==> config.mk <==
export PLATFORM = sky130hd
export DESIGN_NAME = data_cache
export DESIGN_NICKNAME = d
export VERILOG_FILES = /design/src/verilog/cache_pkg.sv /design/src/verilog/cache_ctrl.sv /design/src/verilog/cache_line_store.sv /design/src/verilog/cache_tag_store.sv /design/src/verilog/data_cache.sv
export SDC_FILE = /design/constraint.sdc
export NUM_CORES = 1
export LEC_CHECK = 0
export ABC_AREA = 0
export BUFFER_PORTS_ARGS = -buffer_cell sky130_fd_sc_hd__buf_2
export CORE_ASPECT_RATIO = 1.2
export CORE_MARGIN = 1
export CORE_UTILIZATION = 40
export CTS_CLUSTER_DIAMETER = 40
export CTS_CLUSTER_SIZE = 14
export DETAILED_ROUTE_END_ITERATION = 7
export GPL_ROUTABILITY_DRIVEN = 0
export PLACE_DENSITY = 0.65
export SYNTH_ARGS = -nofsm -noshare
export SYNTH_HDL_FRONTEND = slang
export SYNTH_SLANG_ARGS = --single-unit
export TNS_END_PERCENT = 100
==> constraint.sdc <==
create_clock -name clk -period 8.55 [get_ports clk]
set_input_delay 1.71 -clock clk [delete_from_list [all_inputs] [get_ports clk]]
set_output_delay 1.71 -clock clk [all_outputs]
set_load 0.05 [all_outputs]
==> src/verilog/cache_pkg.sv <==
package cache_pkg;

    // cpu word and address width
    parameter int word_w = 16;

    // words held by one cache line
    parameter int words_per_line = 4;

    // address bits that pick a word inside a line
    parameter int offset_w = 2;

    // associativity, fixed by the single lru bit per set
    parameter int num_ways = 2;

    // one cpu data word or address
    typedef logic [word_w-1:0] word_t;

    // a cache line seen two ways:
    // flat block as memory transfers it, or an array of words for the cpu
    // word 0 sits in the lowest bits
    typedef union packed {
        logic [words_per_line*word_w-1:0] flat;
        word_t [words_per_line-1:0]       words;
    } line_t;

endpackage

==> src/verilog/cache_ctrl.sv <==
`timescale 1ns/10ps

module cache_ctrl #(
    parameter int set_bits = 1,
    localparam int tag_w = cache_pkg::word_w - cache_pkg::offset_w - set_bits
) (
    input  logic                clk,
    input  logic                reset_n,
    // cpu side
    input  logic                cpu_valid,
    input  logic                cpu_write,
    input  cache_pkg::word_t    cpu_addr,
    input  cache_pkg::word_t    cpu_wdata,
    output cache_pkg::word_t    cpu_rdata,
    output logic                cpu_ready,
    output logic                cpu_ack,
    // memory side
    output logic                mem_read,
    output logic                mem_write,
    output cache_pkg::word_t    mem_addr,
    output cache_pkg::line_t    mem_wdata,
    input  cache_pkg::line_t    mem_rdata,
    input  logic                mem_ready,
    input  logic                mem_ack,
    // tag store
    output logic [set_bits-1:0] index,
    output logic [tag_w-1:0]    lookup_tag,
    input  logic                hit,
    input  logic                hit_way,
    input  logic                victim_way,
    input  logic                victim_dirty,
    input  logic [tag_w-1:0]    victim_tag,
    output logic                tag_update,
    output logic                tag_way,
    output logic                tag_fill,
    output logic                tag_dirty,
    // line store
    output logic                line_way,
    output logic                line_we,
    output cache_pkg::line_t    line_wdata,
    input  cache_pkg::line_t    line_rdata
);

    localparam logic [1:0] CHECK      = 2'd0;
    localparam logic [1:0] WRITE_BACK = 2'd1;
    localparam logic [1:0] ALLOCATE   = 2'd2;

    logic [1:0]                    state;
    logic [cache_pkg::offset_w-1:0] word_sel;
    logic                          hit_access;
    logic                          miss;
    logic                          fill;
    logic                          done;
    cache_pkg::word_t              refill_addr;
    cache_pkg::word_t              wb_addr;
    cache_pkg::line_t              src_line;
    cache_pkg::line_t              merged_line;

    // address split
    assign word_sel   = cpu_addr[cache_pkg::offset_w-1:0];
    assign index      = cpu_addr[cache_pkg::offset_w +: set_bits];
    assign lookup_tag = cpu_addr[cache_pkg::word_w-1 -: tag_w];

    assign refill_addr = {cpu_addr[cache_pkg::word_w-1:cache_pkg::offset_w],
                          {cache_pkg::offset_w{1'b0}}};
    assign wb_addr     = {victim_tag, index, {cache_pkg::offset_w{1'b0}}};

    assign hit_access = (state == CHECK) && cpu_valid && hit;
    assign miss       = (state == CHECK) && cpu_valid && !hit;
    assign fill       = (state == ALLOCATE) && mem_ready;
    assign done       = hit_access || fill;

    // refill data comes straight from memory, hits from the stored line
    always_comb begin
        src_line    = (state == ALLOCATE) ? mem_rdata : line_rdata;
        merged_line = src_line;
        merged_line.words[word_sel] = cpu_wdata;
    end

    assign cpu_rdata = src_line.words[word_sel];
    assign cpu_ready = done && !cpu_write;
    assign cpu_ack   = done && cpu_write;

    // a miss always replaces the lru way
    assign line_way   = hit ? hit_way : victim_way;
    assign line_we    = (hit_access && cpu_write) || fill;
    assign line_wdata = cpu_write ? merged_line : src_line;

    assign tag_update = done;
    assign tag_way    = line_way;
    assign tag_fill   = (state == ALLOCATE);
    assign tag_dirty  = cpu_write;

    always_ff @(posedge clk) begin
        if (!reset_n) begin
            state     <= CHECK;
            mem_read  <= 1'b0;
            mem_write <= 1'b0;
        end else begin
            case (state)
                CHECK: begin
                    if (miss && victim_dirty) begin
                        mem_write <= 1'b1;
                        state     <= WRITE_BACK;
                    end else if (miss) begin
                        mem_read <= 1'b1;
                        state    <= ALLOCATE;
                    end
                end
                WRITE_BACK: begin
                    // victim is out, fetch the requested line next
                    if (mem_ack) begin
                        mem_write <= 1'b0;
                        mem_read  <= 1'b1;
                        state     <= ALLOCATE;
                    end
                end
                ALLOCATE: begin
                    if (mem_ready) begin
                        mem_read <= 1'b0;
                        state    <= CHECK;
                    end
                end
                default: begin
                    state <= CHECK;
                end
            endcase
        end
    end

    // request address and write-back line
    always_ff @(posedge clk) begin
        if (miss) begin
            mem_addr  <= victim_dirty ? wb_addr : refill_addr;
            mem_wdata <= line_rdata;
        end else if ((state == WRITE_BACK) && mem_ack) begin
            mem_addr <= refill_addr;
        end
    end

endmodule

==> src/verilog/cache_line_store.sv <==
`timescale 1ns/10ps

module cache_line_store #(
    parameter int set_bits = 1
) (
    input  logic                clk,
    input  logic [set_bits-1:0] index,
    input  logic                line_way,
    input  logic                line_we,
    input  cache_pkg::line_t    line_wdata,
    output cache_pkg::line_t    line_rdata
);

    localparam int num_sets = 1 << set_bits;

    // one line per way per set
    cache_pkg::line_t lines [num_sets][cache_pkg::num_ways];

    // read path is combinational so hits answer in the same cycle
    assign line_rdata = lines[index][line_way];

    always_ff @(posedge clk) begin
        if (line_we) begin
            lines[index][line_way] <= line_wdata;
        end
    end

endmodule

==> src/verilog/cache_tag_store.sv <==
`timescale 1ns/10ps

module cache_tag_store #(
    parameter int set_bits = 1,
    localparam int tag_w = cache_pkg::word_w - cache_pkg::offset_w - set_bits
) (
    input  logic                clk,
    input  logic                reset_n,
    input  logic [set_bits-1:0] index,
    input  logic [tag_w-1:0]    lookup_tag,
    input  logic                tag_update,
    input  logic                tag_way,
    input  logic                tag_fill,
    input  logic                tag_dirty,
    output logic                hit,
    output logic                hit_way,
    output logic                victim_way,
    output logic                victim_dirty,
    output logic [tag_w-1:0]    victim_tag
);

    localparam int num_sets = 1 << set_bits;

    logic [tag_w-1:0]                tags  [num_sets][cache_pkg::num_ways];
    logic [cache_pkg::num_ways-1:0]  valid [num_sets];
    logic [cache_pkg::num_ways-1:0]  dirty [num_sets];
    // lru bit names the way to evict next
    logic [num_sets-1:0]             lru;
    logic [cache_pkg::num_ways-1:0]  match;

    always_comb begin
        for (int w = 0; w < cache_pkg::num_ways; w++) begin
            match[w] = valid[index][w] && (tags[index][w] == lookup_tag);
        end
    end

    assign hit          = |match;
    assign hit_way      = match[1];
    assign victim_way   = lru[index];
    assign victim_dirty = valid[index][victim_way] && dirty[index][victim_way];
    assign victim_tag   = tags[index][victim_way];

    always_ff @(posedge clk) begin
        if (!reset_n) begin
            lru <= '0;
            for (int s = 0; s < num_sets; s++) begin
                valid[s] <= '0;
                dirty[s] <= '0;
            end
        end else if (tag_update) begin
            if (tag_fill) begin
                valid[index][tag_way] <= 1'b1;
                dirty[index][tag_way] <= tag_dirty;
            end else begin
                dirty[index][tag_way] <= dirty[index][tag_way] | tag_dirty;
            end
            // the other way becomes least recently used
            lru[index] <= ~tag_way;
        end
    end

    always_ff @(posedge clk) begin
        if (tag_update && tag_fill) begin
            tags[index][tag_way] <= lookup_tag;
        end
    end

endmodule

==> src/verilog/data_cache.sv <==
`timescale 1ns/10ps

module data_cache #(
    parameter int set_bits = 1
) (
    input  logic             clk,
    input  logic             reset_n,
    input  logic             cpu_valid,
    input  logic             cpu_write,
    input  cache_pkg::word_t cpu_addr,
    input  cache_pkg::word_t cpu_wdata,
    output cache_pkg::word_t cpu_rdata,
    output logic             cpu_ready,
    output logic             cpu_ack,
    output logic             mem_read,
    output logic             mem_write,
    output cache_pkg::word_t mem_addr,
    output cache_pkg::line_t mem_wdata,
    input  cache_pkg::line_t mem_rdata,
    input  logic             mem_ready,
    input  logic             mem_ack
);

    localparam int tag_w = cache_pkg::word_w - cache_pkg::offset_w - set_bits;

    logic [set_bits-1:0] index;
    logic [tag_w-1:0]    lookup_tag;
    logic [tag_w-1:0]    victim_tag;
    logic                hit;
    logic                hit_way;
    logic                victim_way;
    logic                victim_dirty;
    logic                tag_update;
    logic                tag_way;
    logic                tag_fill;
    logic                tag_dirty;
    logic                line_way;
    logic                line_we;
    cache_pkg::line_t    line_wdata;
    cache_pkg::line_t    line_rdata;

    cache_ctrl #(
        .set_bits(set_bits)
    ) ctrl_i (
        .clk(clk),
        .reset_n(reset_n),
        .cpu_valid(cpu_valid),
        .cpu_write(cpu_write),
        .cpu_addr(cpu_addr),
        .cpu_wdata(cpu_wdata),
        .cpu_rdata(cpu_rdata),
        .cpu_ready(cpu_ready),
        .cpu_ack(cpu_ack),
        .mem_read(mem_read),
        .mem_write(mem_write),
        .mem_addr(mem_addr),
        .mem_wdata(mem_wdata),
        .mem_rdata(mem_rdata),
        .mem_ready(mem_ready),
        .mem_ack(mem_ack),
        .index(index),
        .lookup_tag(lookup_tag),
        .hit(hit),
        .hit_way(hit_way),
        .victim_way(victim_way),
        .victim_dirty(victim_dirty),
        .victim_tag(victim_tag),
        .tag_update(tag_update),
        .tag_way(tag_way),
        .tag_fill(tag_fill),
        .tag_dirty(tag_dirty),
        .line_way(line_way),
        .line_we(line_we),
        .line_wdata(line_wdata),
        .line_rdata(line_rdata)
    );

    cache_tag_store #(
        .set_bits(set_bits)
    ) tag_store_i (
        .clk(clk),
        .reset_n(reset_n),
        .index(index),
        .lookup_tag(lookup_tag),
        .tag_update(tag_update),
        .tag_way(tag_way),
        .tag_fill(tag_fill),
        .tag_dirty(tag_dirty),
        .hit(hit),
        .hit_way(hit_way),
        .victim_way(victim_way),
        .victim_dirty(victim_dirty),
        .victim_tag(victim_tag)
    );

    cache_line_store #(
        .set_bits(set_bits)
    ) line_store_i (
        .clk(clk),
        .index(index),
        .line_way(line_way),
        .line_we(line_we),
        .line_wdata(line_wdata),
        .line_rdata(line_rdata)
    );

endmodule
**Yosys cells after proc, flatten, opt, wreduce, memory -nomap -nowiden**

Memories as Yosys holds them, arrays and structs flattened.
Cells that the tools add are included.

- Memory bits (writable): 316
- Word-level logic and storage cells: 135
- Output and inout bits: 100
- Bits in registers: 86
- Bits of input ports: 102
- Memories: 4

Memories:

| memory | words | bits a word | read ports | clocked after memory_dff | wr ports | line | RTL |
|---|---|---|---|---|---|---|---|
| line_store_i.lines | 2 | 128 | 1 | 0 | 1 | cache_line_store.sv:17 | `cache_pkg::line_t lines [num_sets][cache_pkg::num_ways];` |
| tag_store_i.tags | 2 | 26 | 1 | 0 | 1 | cache_tag_store.sv:24 | `logic [tag_w-1:0] tags [num_sets][cache_pkg::num_ways];` |
| tag_store_i.dirty | 2 | 2 | 1 | 0 | 2 | cache_tag_store.sv:26 | `logic [cache_pkg::num_ways-1:0] dirty [num_sets];` |
| tag_store_i.valid | 2 | 2 | 1 | 0 | 2 | cache_tag_store.sv:25 | `logic [cache_pkg::num_ways-1:0] valid [num_sets];` |

- Eq/ne operators: 10
- Muxes and demuxes: 68
- Order comparisons: 10
- Reduce and logical (&&, ||, !) cells: 31
- Bitwise logic cells: 6

Operators by type and width:

| operator | count |
|---|---|
| $mux W64 | 6 |
| $mux W128 | 1 |
| $mux W16 | 5 |
| $bwmux W64 | 1 |
| $demux W64 S1 | 1 |
| $mux W13 | 4 |
| $bmux W16 S2 | 1 |
| $demux W16 S2 | 1 |
| $mux W1 | 30 |
| $eq A13 B13 Y1 | 2 |
| $mux W26 | 1 |
| $mux W2 | 10 |
| $logic_and A1 B1 Y1 | 17 |
| $demux W13 S1 | 1 |
| $ne A2 B2 Y1 const B | 4 |
| $lt A1 B2 Y1 const B | 3 |
| $pmux W2 S3 | 1 |
| $reduce_and A3 Y1 | 2 |
| $reduce_or A2 Y1 | 3 |
| $reduce_and A5 Y1 | 1 |
| $ge A2 B2 Y1 const B | 2 |
| $not A1 Y2 | 2 |
| $reduce_bool A2 Y1 | 2 |
| $lt A2 B3 Y1 const B | 1 |
| 17 further kinds | 23 |

**Longest topological paths before layout**

An unclocked memory read counts as a cell.

- Word-level depth: 13
- Gate-level depth with buffers: 13
- Depth with buffers taken out: 8

**Hierarchy**

A second synthesis with hierarchy kept.

- Cell total of the unflattened synthesis: 978
- Area, all modules: 17608.1 µm²

By module, submodules not included:

| module | instances | cells an instance | area an instance (µm²) | seq. area each (µm²) |
|---|---|---|---|---|
| cache_line_store | 1 | 340 | 9286.4 | 7687.4 |
| cache_ctrl | 1 | 422 | 5341.4 | 2422.3 |
| cache_tag_store | 1 | 216 | 2980.4 | 1801.7 |

**Worst setup path after synthesis**

OpenSTA, ideal clock, no wires.

- Kind: input to register
- From: input cpu_addr[2]
- To: memory line_store_i.lines[0][0] (netlist name), enable pin
- Library setup time: 578 ps
- Setup slack: -222 ps
- Required time: 7972 ps
- Stages: 11
- Arrival time: 8194 ps
- Path buffers: 5
- Cells stage by stage: buf_6 buf_6 mux2i_1 xnor2_1 a2111oi_0 and4_1 a21o_1 clkbuf_1 buf_6 clkbuf_1 nor3b_1

- Cells in the longest elaborated chain, start to end: 11
- Elaborated cells between the ends (all ways): 21
- Those cells by class: 2 x order compare; 2 x eq/ne; 7 x mux; 1 x bitwise; 7 x reduce/logical; 2 x memory

RTL lines:

| what | line | RTL |
|---|---|---|
| start, declared | data_cache.sv:10 | `input cache_pkg::word_t cpu_addr,` |
| $mem_v2 Z2 W26 | - |  |
| $eq A13 B13 Y1 | cache_tag_store.sv:33 | `match[w] = valid[index][w] && (tags[index][w] == lookup_tag);` |
| $logic_and A1 B1 Y1 | cache_tag_store.sv:33 |  |
| $reduce_or A2 Y1 | cache_tag_store.sv:37 | `assign hit = \|match;` |
| $mux W1 | cache_ctrl.sv:85 | `assign line_way = hit ? hit_way : victim_way;` |
| $not A1 Y2 (implied by the code) | cache_line_store.sv:24 | `lines[index][line_way] <= line_wdata;` |
| $ge A2 B2 Y1 (implied by the code) or $lt A2 B1 Y1 (tied branches) | cache_line_store.sv:24 |  |
| $logic_and A1 B1 Y1 (implied by the code) | cache_line_store.sv:24 |  |
| $mux W64 (implied by the code) | cache_line_store.sv:24 |  |
| $demux W64 S1 | cache_line_store.sv:24 |  |
| $mux W128 (implied by the code) | cache_line_store.sv:24 |  |
| end, declared | cache_line_store.sv:17 |  |

Several ways; a longest one is shown, not always the timed one. The select of a mux whose other input is x is not followed.

==> reports/metrics.cfg <==
[routing]
firstDrtPassIters = 7
route.detailed.drc = 0
vias = 11400
avgRoutedWirePerCell_microns = 21.8
viasPerCell = 5.39
ant_nets = 0
drtIter0Drc = 749
wirelength_microns = 46300

[timing]
tns_ns = 0
period_share_pct = 86.1
finalMaxSlewViolations = 0
setup_viol = 0
setup_ws_ns = 1.19
fmax_mhz = 136
period_needed_ns = 7.36
worst_slew_pin_slew_ns = 1.09
rsz0062_at_grt = no
skew_ns = 0.0315
finalHoldViolCount = 0
relSlewSlack_pct = 27.2

[layout]
nets = 1573
finish.instance_area_sq_mm = 0.0213
fill_cells = 3924
diodes = 0
area_delta_synth_final_pct = 17.7
seq_area_sq_mm = 0.0119
drive_above_1_share_pct = 23.1
multiInputGateArea_sq_mm = 0.00585

[hold_path]
hold_depth = 1
hold_path_class = flop to flop

[worst_setup_path]
arrival_ns = 5.65
critPathKind = primary input to primary output
crit_required_ns = 6.84
worst-r2r-cell-count = 8
endpoint_kind = primary output
rrSetupSlack_ns = 4.35
startpoint_type = primary input
crit_fanout = 55

[power]
seq_power_share_pct = 46.5
p_leak_nw = 7.59
switching_share_pct = 27.4
peakVddDrop_mv = 0.156
clock_power_share_pct = 41.5
power_density_mw_per_mm2 = 229
p_int_mw = 3.54
combPwrFrac_pct = 12.0
p_switching_mw = 1.34

[clock_tree]
cts_buffer_depth = 3
clock_sinks = 400
tritoncts = yes
cts-buffers-inserted = 49
path_clk_slew_ns = 0.06
cts_root_buffer = clkbuf_16
cts_setup_buffers = 0
cts_resized = 0
insertion_delay_ns = 0.60
cts_hold_buffers = 0
htreeDepth = 2

[placement]
post-place-ws_ns = 1.17
port_buffers = 199
place_hpwl_microns = 28900
place_area_sq_mm = 0.0197

[grt]
grt-ovfl-total = 0
grt_usage_pct = 20.1
grt_max_degree = 141
grt_pass1_wl_microns = 69000
antenna_found_initial = 0
grt_pass1_vias = 11100

[die]
num_io_pins = 202
fp.dieArea_sq_mm = 0.0461
die_w_microns = 196
fp.dieH_microns = 235
core.rowCount = 85
core_area_sq_mm = 0.0448
initial_core_util_pct = 40.4

[synthesis]
synthDistinctLibCells = 48
synth_edf_count = 390
synth_seq_cells = 400
syn-cell-area_sq_mm = 0.0181
synth_warnings = 0
synthFlopType = edfxtp_1
synth_area_per_cell_sq_um = 14.0
synth_cells = 1291
ys_seq_area_share_pct = 65.8
async_reset_ff_share_pct = 0

[outcome]
outcome = complete, no violations

[flow_run]
maxCapViolations = 0

## registers in the layout, indices dropped and copies added, names as in the netlist
signal / count
ctrl_i.state: 2
tag_store_i.valid: 4
tag_store_i.lru: 2
tag_store_i.tags: 52
tag_store_i.dirty: 4
ctrl_i.mem_read: 1
ctrl_i.mem_addr: 14
line_store_i.lines: 256
ctrl_i.mem_write: 1
ctrl_i.mem_wdata: 64
## critical path, cell delays in order
cell	delay [ns]
buf_8	0.33
mux2i_1	0.31
xnor2_1	0.09
nor4_1	0.40
and4_1	0.38
a21o_4	0.76
buf_4	0.40
mux2i_1	0.32
a211oi_1	0.14
nor4_2	0.40
buf_2	0.33
## layout by cell type, fill, tap and decap left out, drive strengths merged, types with 2 or more instances in the layout
| cell | netlist | routed |
|---|---|---|
| edfxtp | 390 | 390 |
| mux2i | 231 | 231 |
| buf | 22 | 219 |
| nand2 | 134 | 134 |
| a211oi | 74 | 74 |
| nor2 | 70 | 70 |
| and2 | 67 | 67 |
| a31oi | 64 | 64 |
| clkbuf | 69 | 52 |
| xnor2 | 26 | 26 |
| nor4 | 24 | 24 |
| clkinv | 0 | 20 |
| a21oi | 18 | 18 |
| nor2b | 15 | 15 |
| mux2 | 14 | 14 |
| inv | 1 | 11 |
| o21a | 10 | 10 |
| dfxtp | 10 | 10 |
| o21ai | 9 | 9 |
| clkinvlp | 0 | 7 |
| nor3 | 7 | 7 |
| nand2b | 5 | 5 |
| nand3b | 4 | 4 |
| nand3 | 4 | 4 |
| nor3b | 4 | 4 |
| and4 | 3 | 3 |
| and3 | 2 | 2 |
| conb | 1 | 2 |
| or2 | 2 | 2 |
| nand4 | 2 | 2 |
## cells in the mapped netlist (all sizes together) (3+ instances only)
master	count	area share [%]
a211oi	74	3.1
a21oi	18	0.50
a31oi	64	2.2
and2	67	2.3
and4	3	0.15
buf	22	0.88
clkbuf	69	1.4
dfxtp	10	1.1
edfxtp	390	65
mux2	14	0.87
mux2i	231	13
nand2	134	2.8
nand2b	5	0.17
nand3	4	0.11
nand3b	4	0.17
nor2	70	1.5
nor2b	15	0.52
nor3	7	0.19
nor3b	4	0.17
nor4	24	1.2
o21a	10	0.41
o21ai	9	0.25
xnor2	26	1.3
## layout make-up
cell class,instances,area share (%)
Multi-Input combinational cell,800,27.4
Clock buffer,52,5.91
Sequential cell,400,55.9
Tap cell,609,3.58
Timing Repair Buffer,219,5.48
Clock inverter,38,1.68
Inverter,1,0.0176
## routing by layer
layer	GRT usage, %	share of wire, %	routed length [microns]
met1	27.5	44	20300
met2	31.4	46	21400
met3	4.38	7.1	3290
met4	7.53	2.9	1330
met5	0	0	0
## through the flow
stage / cells / util, % / total power, mW / hold WS, ns
2_1_floorplan: 1292 / - / 2.72 / 0.462
3_3_place_gp: 2029 / 44.0 / 2.89 / 0.474
3_5_place_dp: 2029 / 44.0 / 2.90 / 0.487
4_1_cts: 2119 / 47.6 / 4.92 / 0.500
5_1_grt: 2119 / 47.6 / 5.03 / 0.518
6_report: 2119 / 47.6 / 4.88 / 0.505
## power by group through the flow
stage | clock network (mW) | registers, mW | logic, mW
2_1_floorplan | 0 | 2.40 | 0.312
3_3_place_gp | 0 | 2.31 | 0.579
3_5_place_dp | 0 | 2.31 | 0.586
4_1_cts | 2.06 | 2.27 | 0.588
5_1_grt | 2.13 | 2.28 | 0.627
6_report | 2.02 | 2.27 | 0.587
## worst paths after layout
kind | from | endpoint
max | cpu_addr[2] | cpu_rdata[10]
min | tag_store_i.valid[1][0]$_DFF_P_ | tag_store_i.valid[1][0]$_DFF_P_
max reg2reg | tag_store_i.tags[0][6]$_DFFE_PP_ | line_store_i.lines[0][26]$_DFFE_PP_
min reg2reg | tag_store_i.valid[1][0]$_DFF_P_ | tag_store_i.valid[1][0]$_DFF_P_
## logic make-up (layout without fill, tap and decap cells)
family | count (synthesis) | count (layout) | share of synthesized area, %
flops | 400 | 400 | 65.8
buf+inv | 92 | 310 | 2.33
other cells | 1 | 2 | 0.0207
compound gates | 182 | 182 | 6.76
simple gates | 345 | 345 | 9.51
xor+xnor | 26 | 26 | 1.26
mux | 245 | 245 | 14.3
No activity file was read; power rests on OpenSTA's default activity.
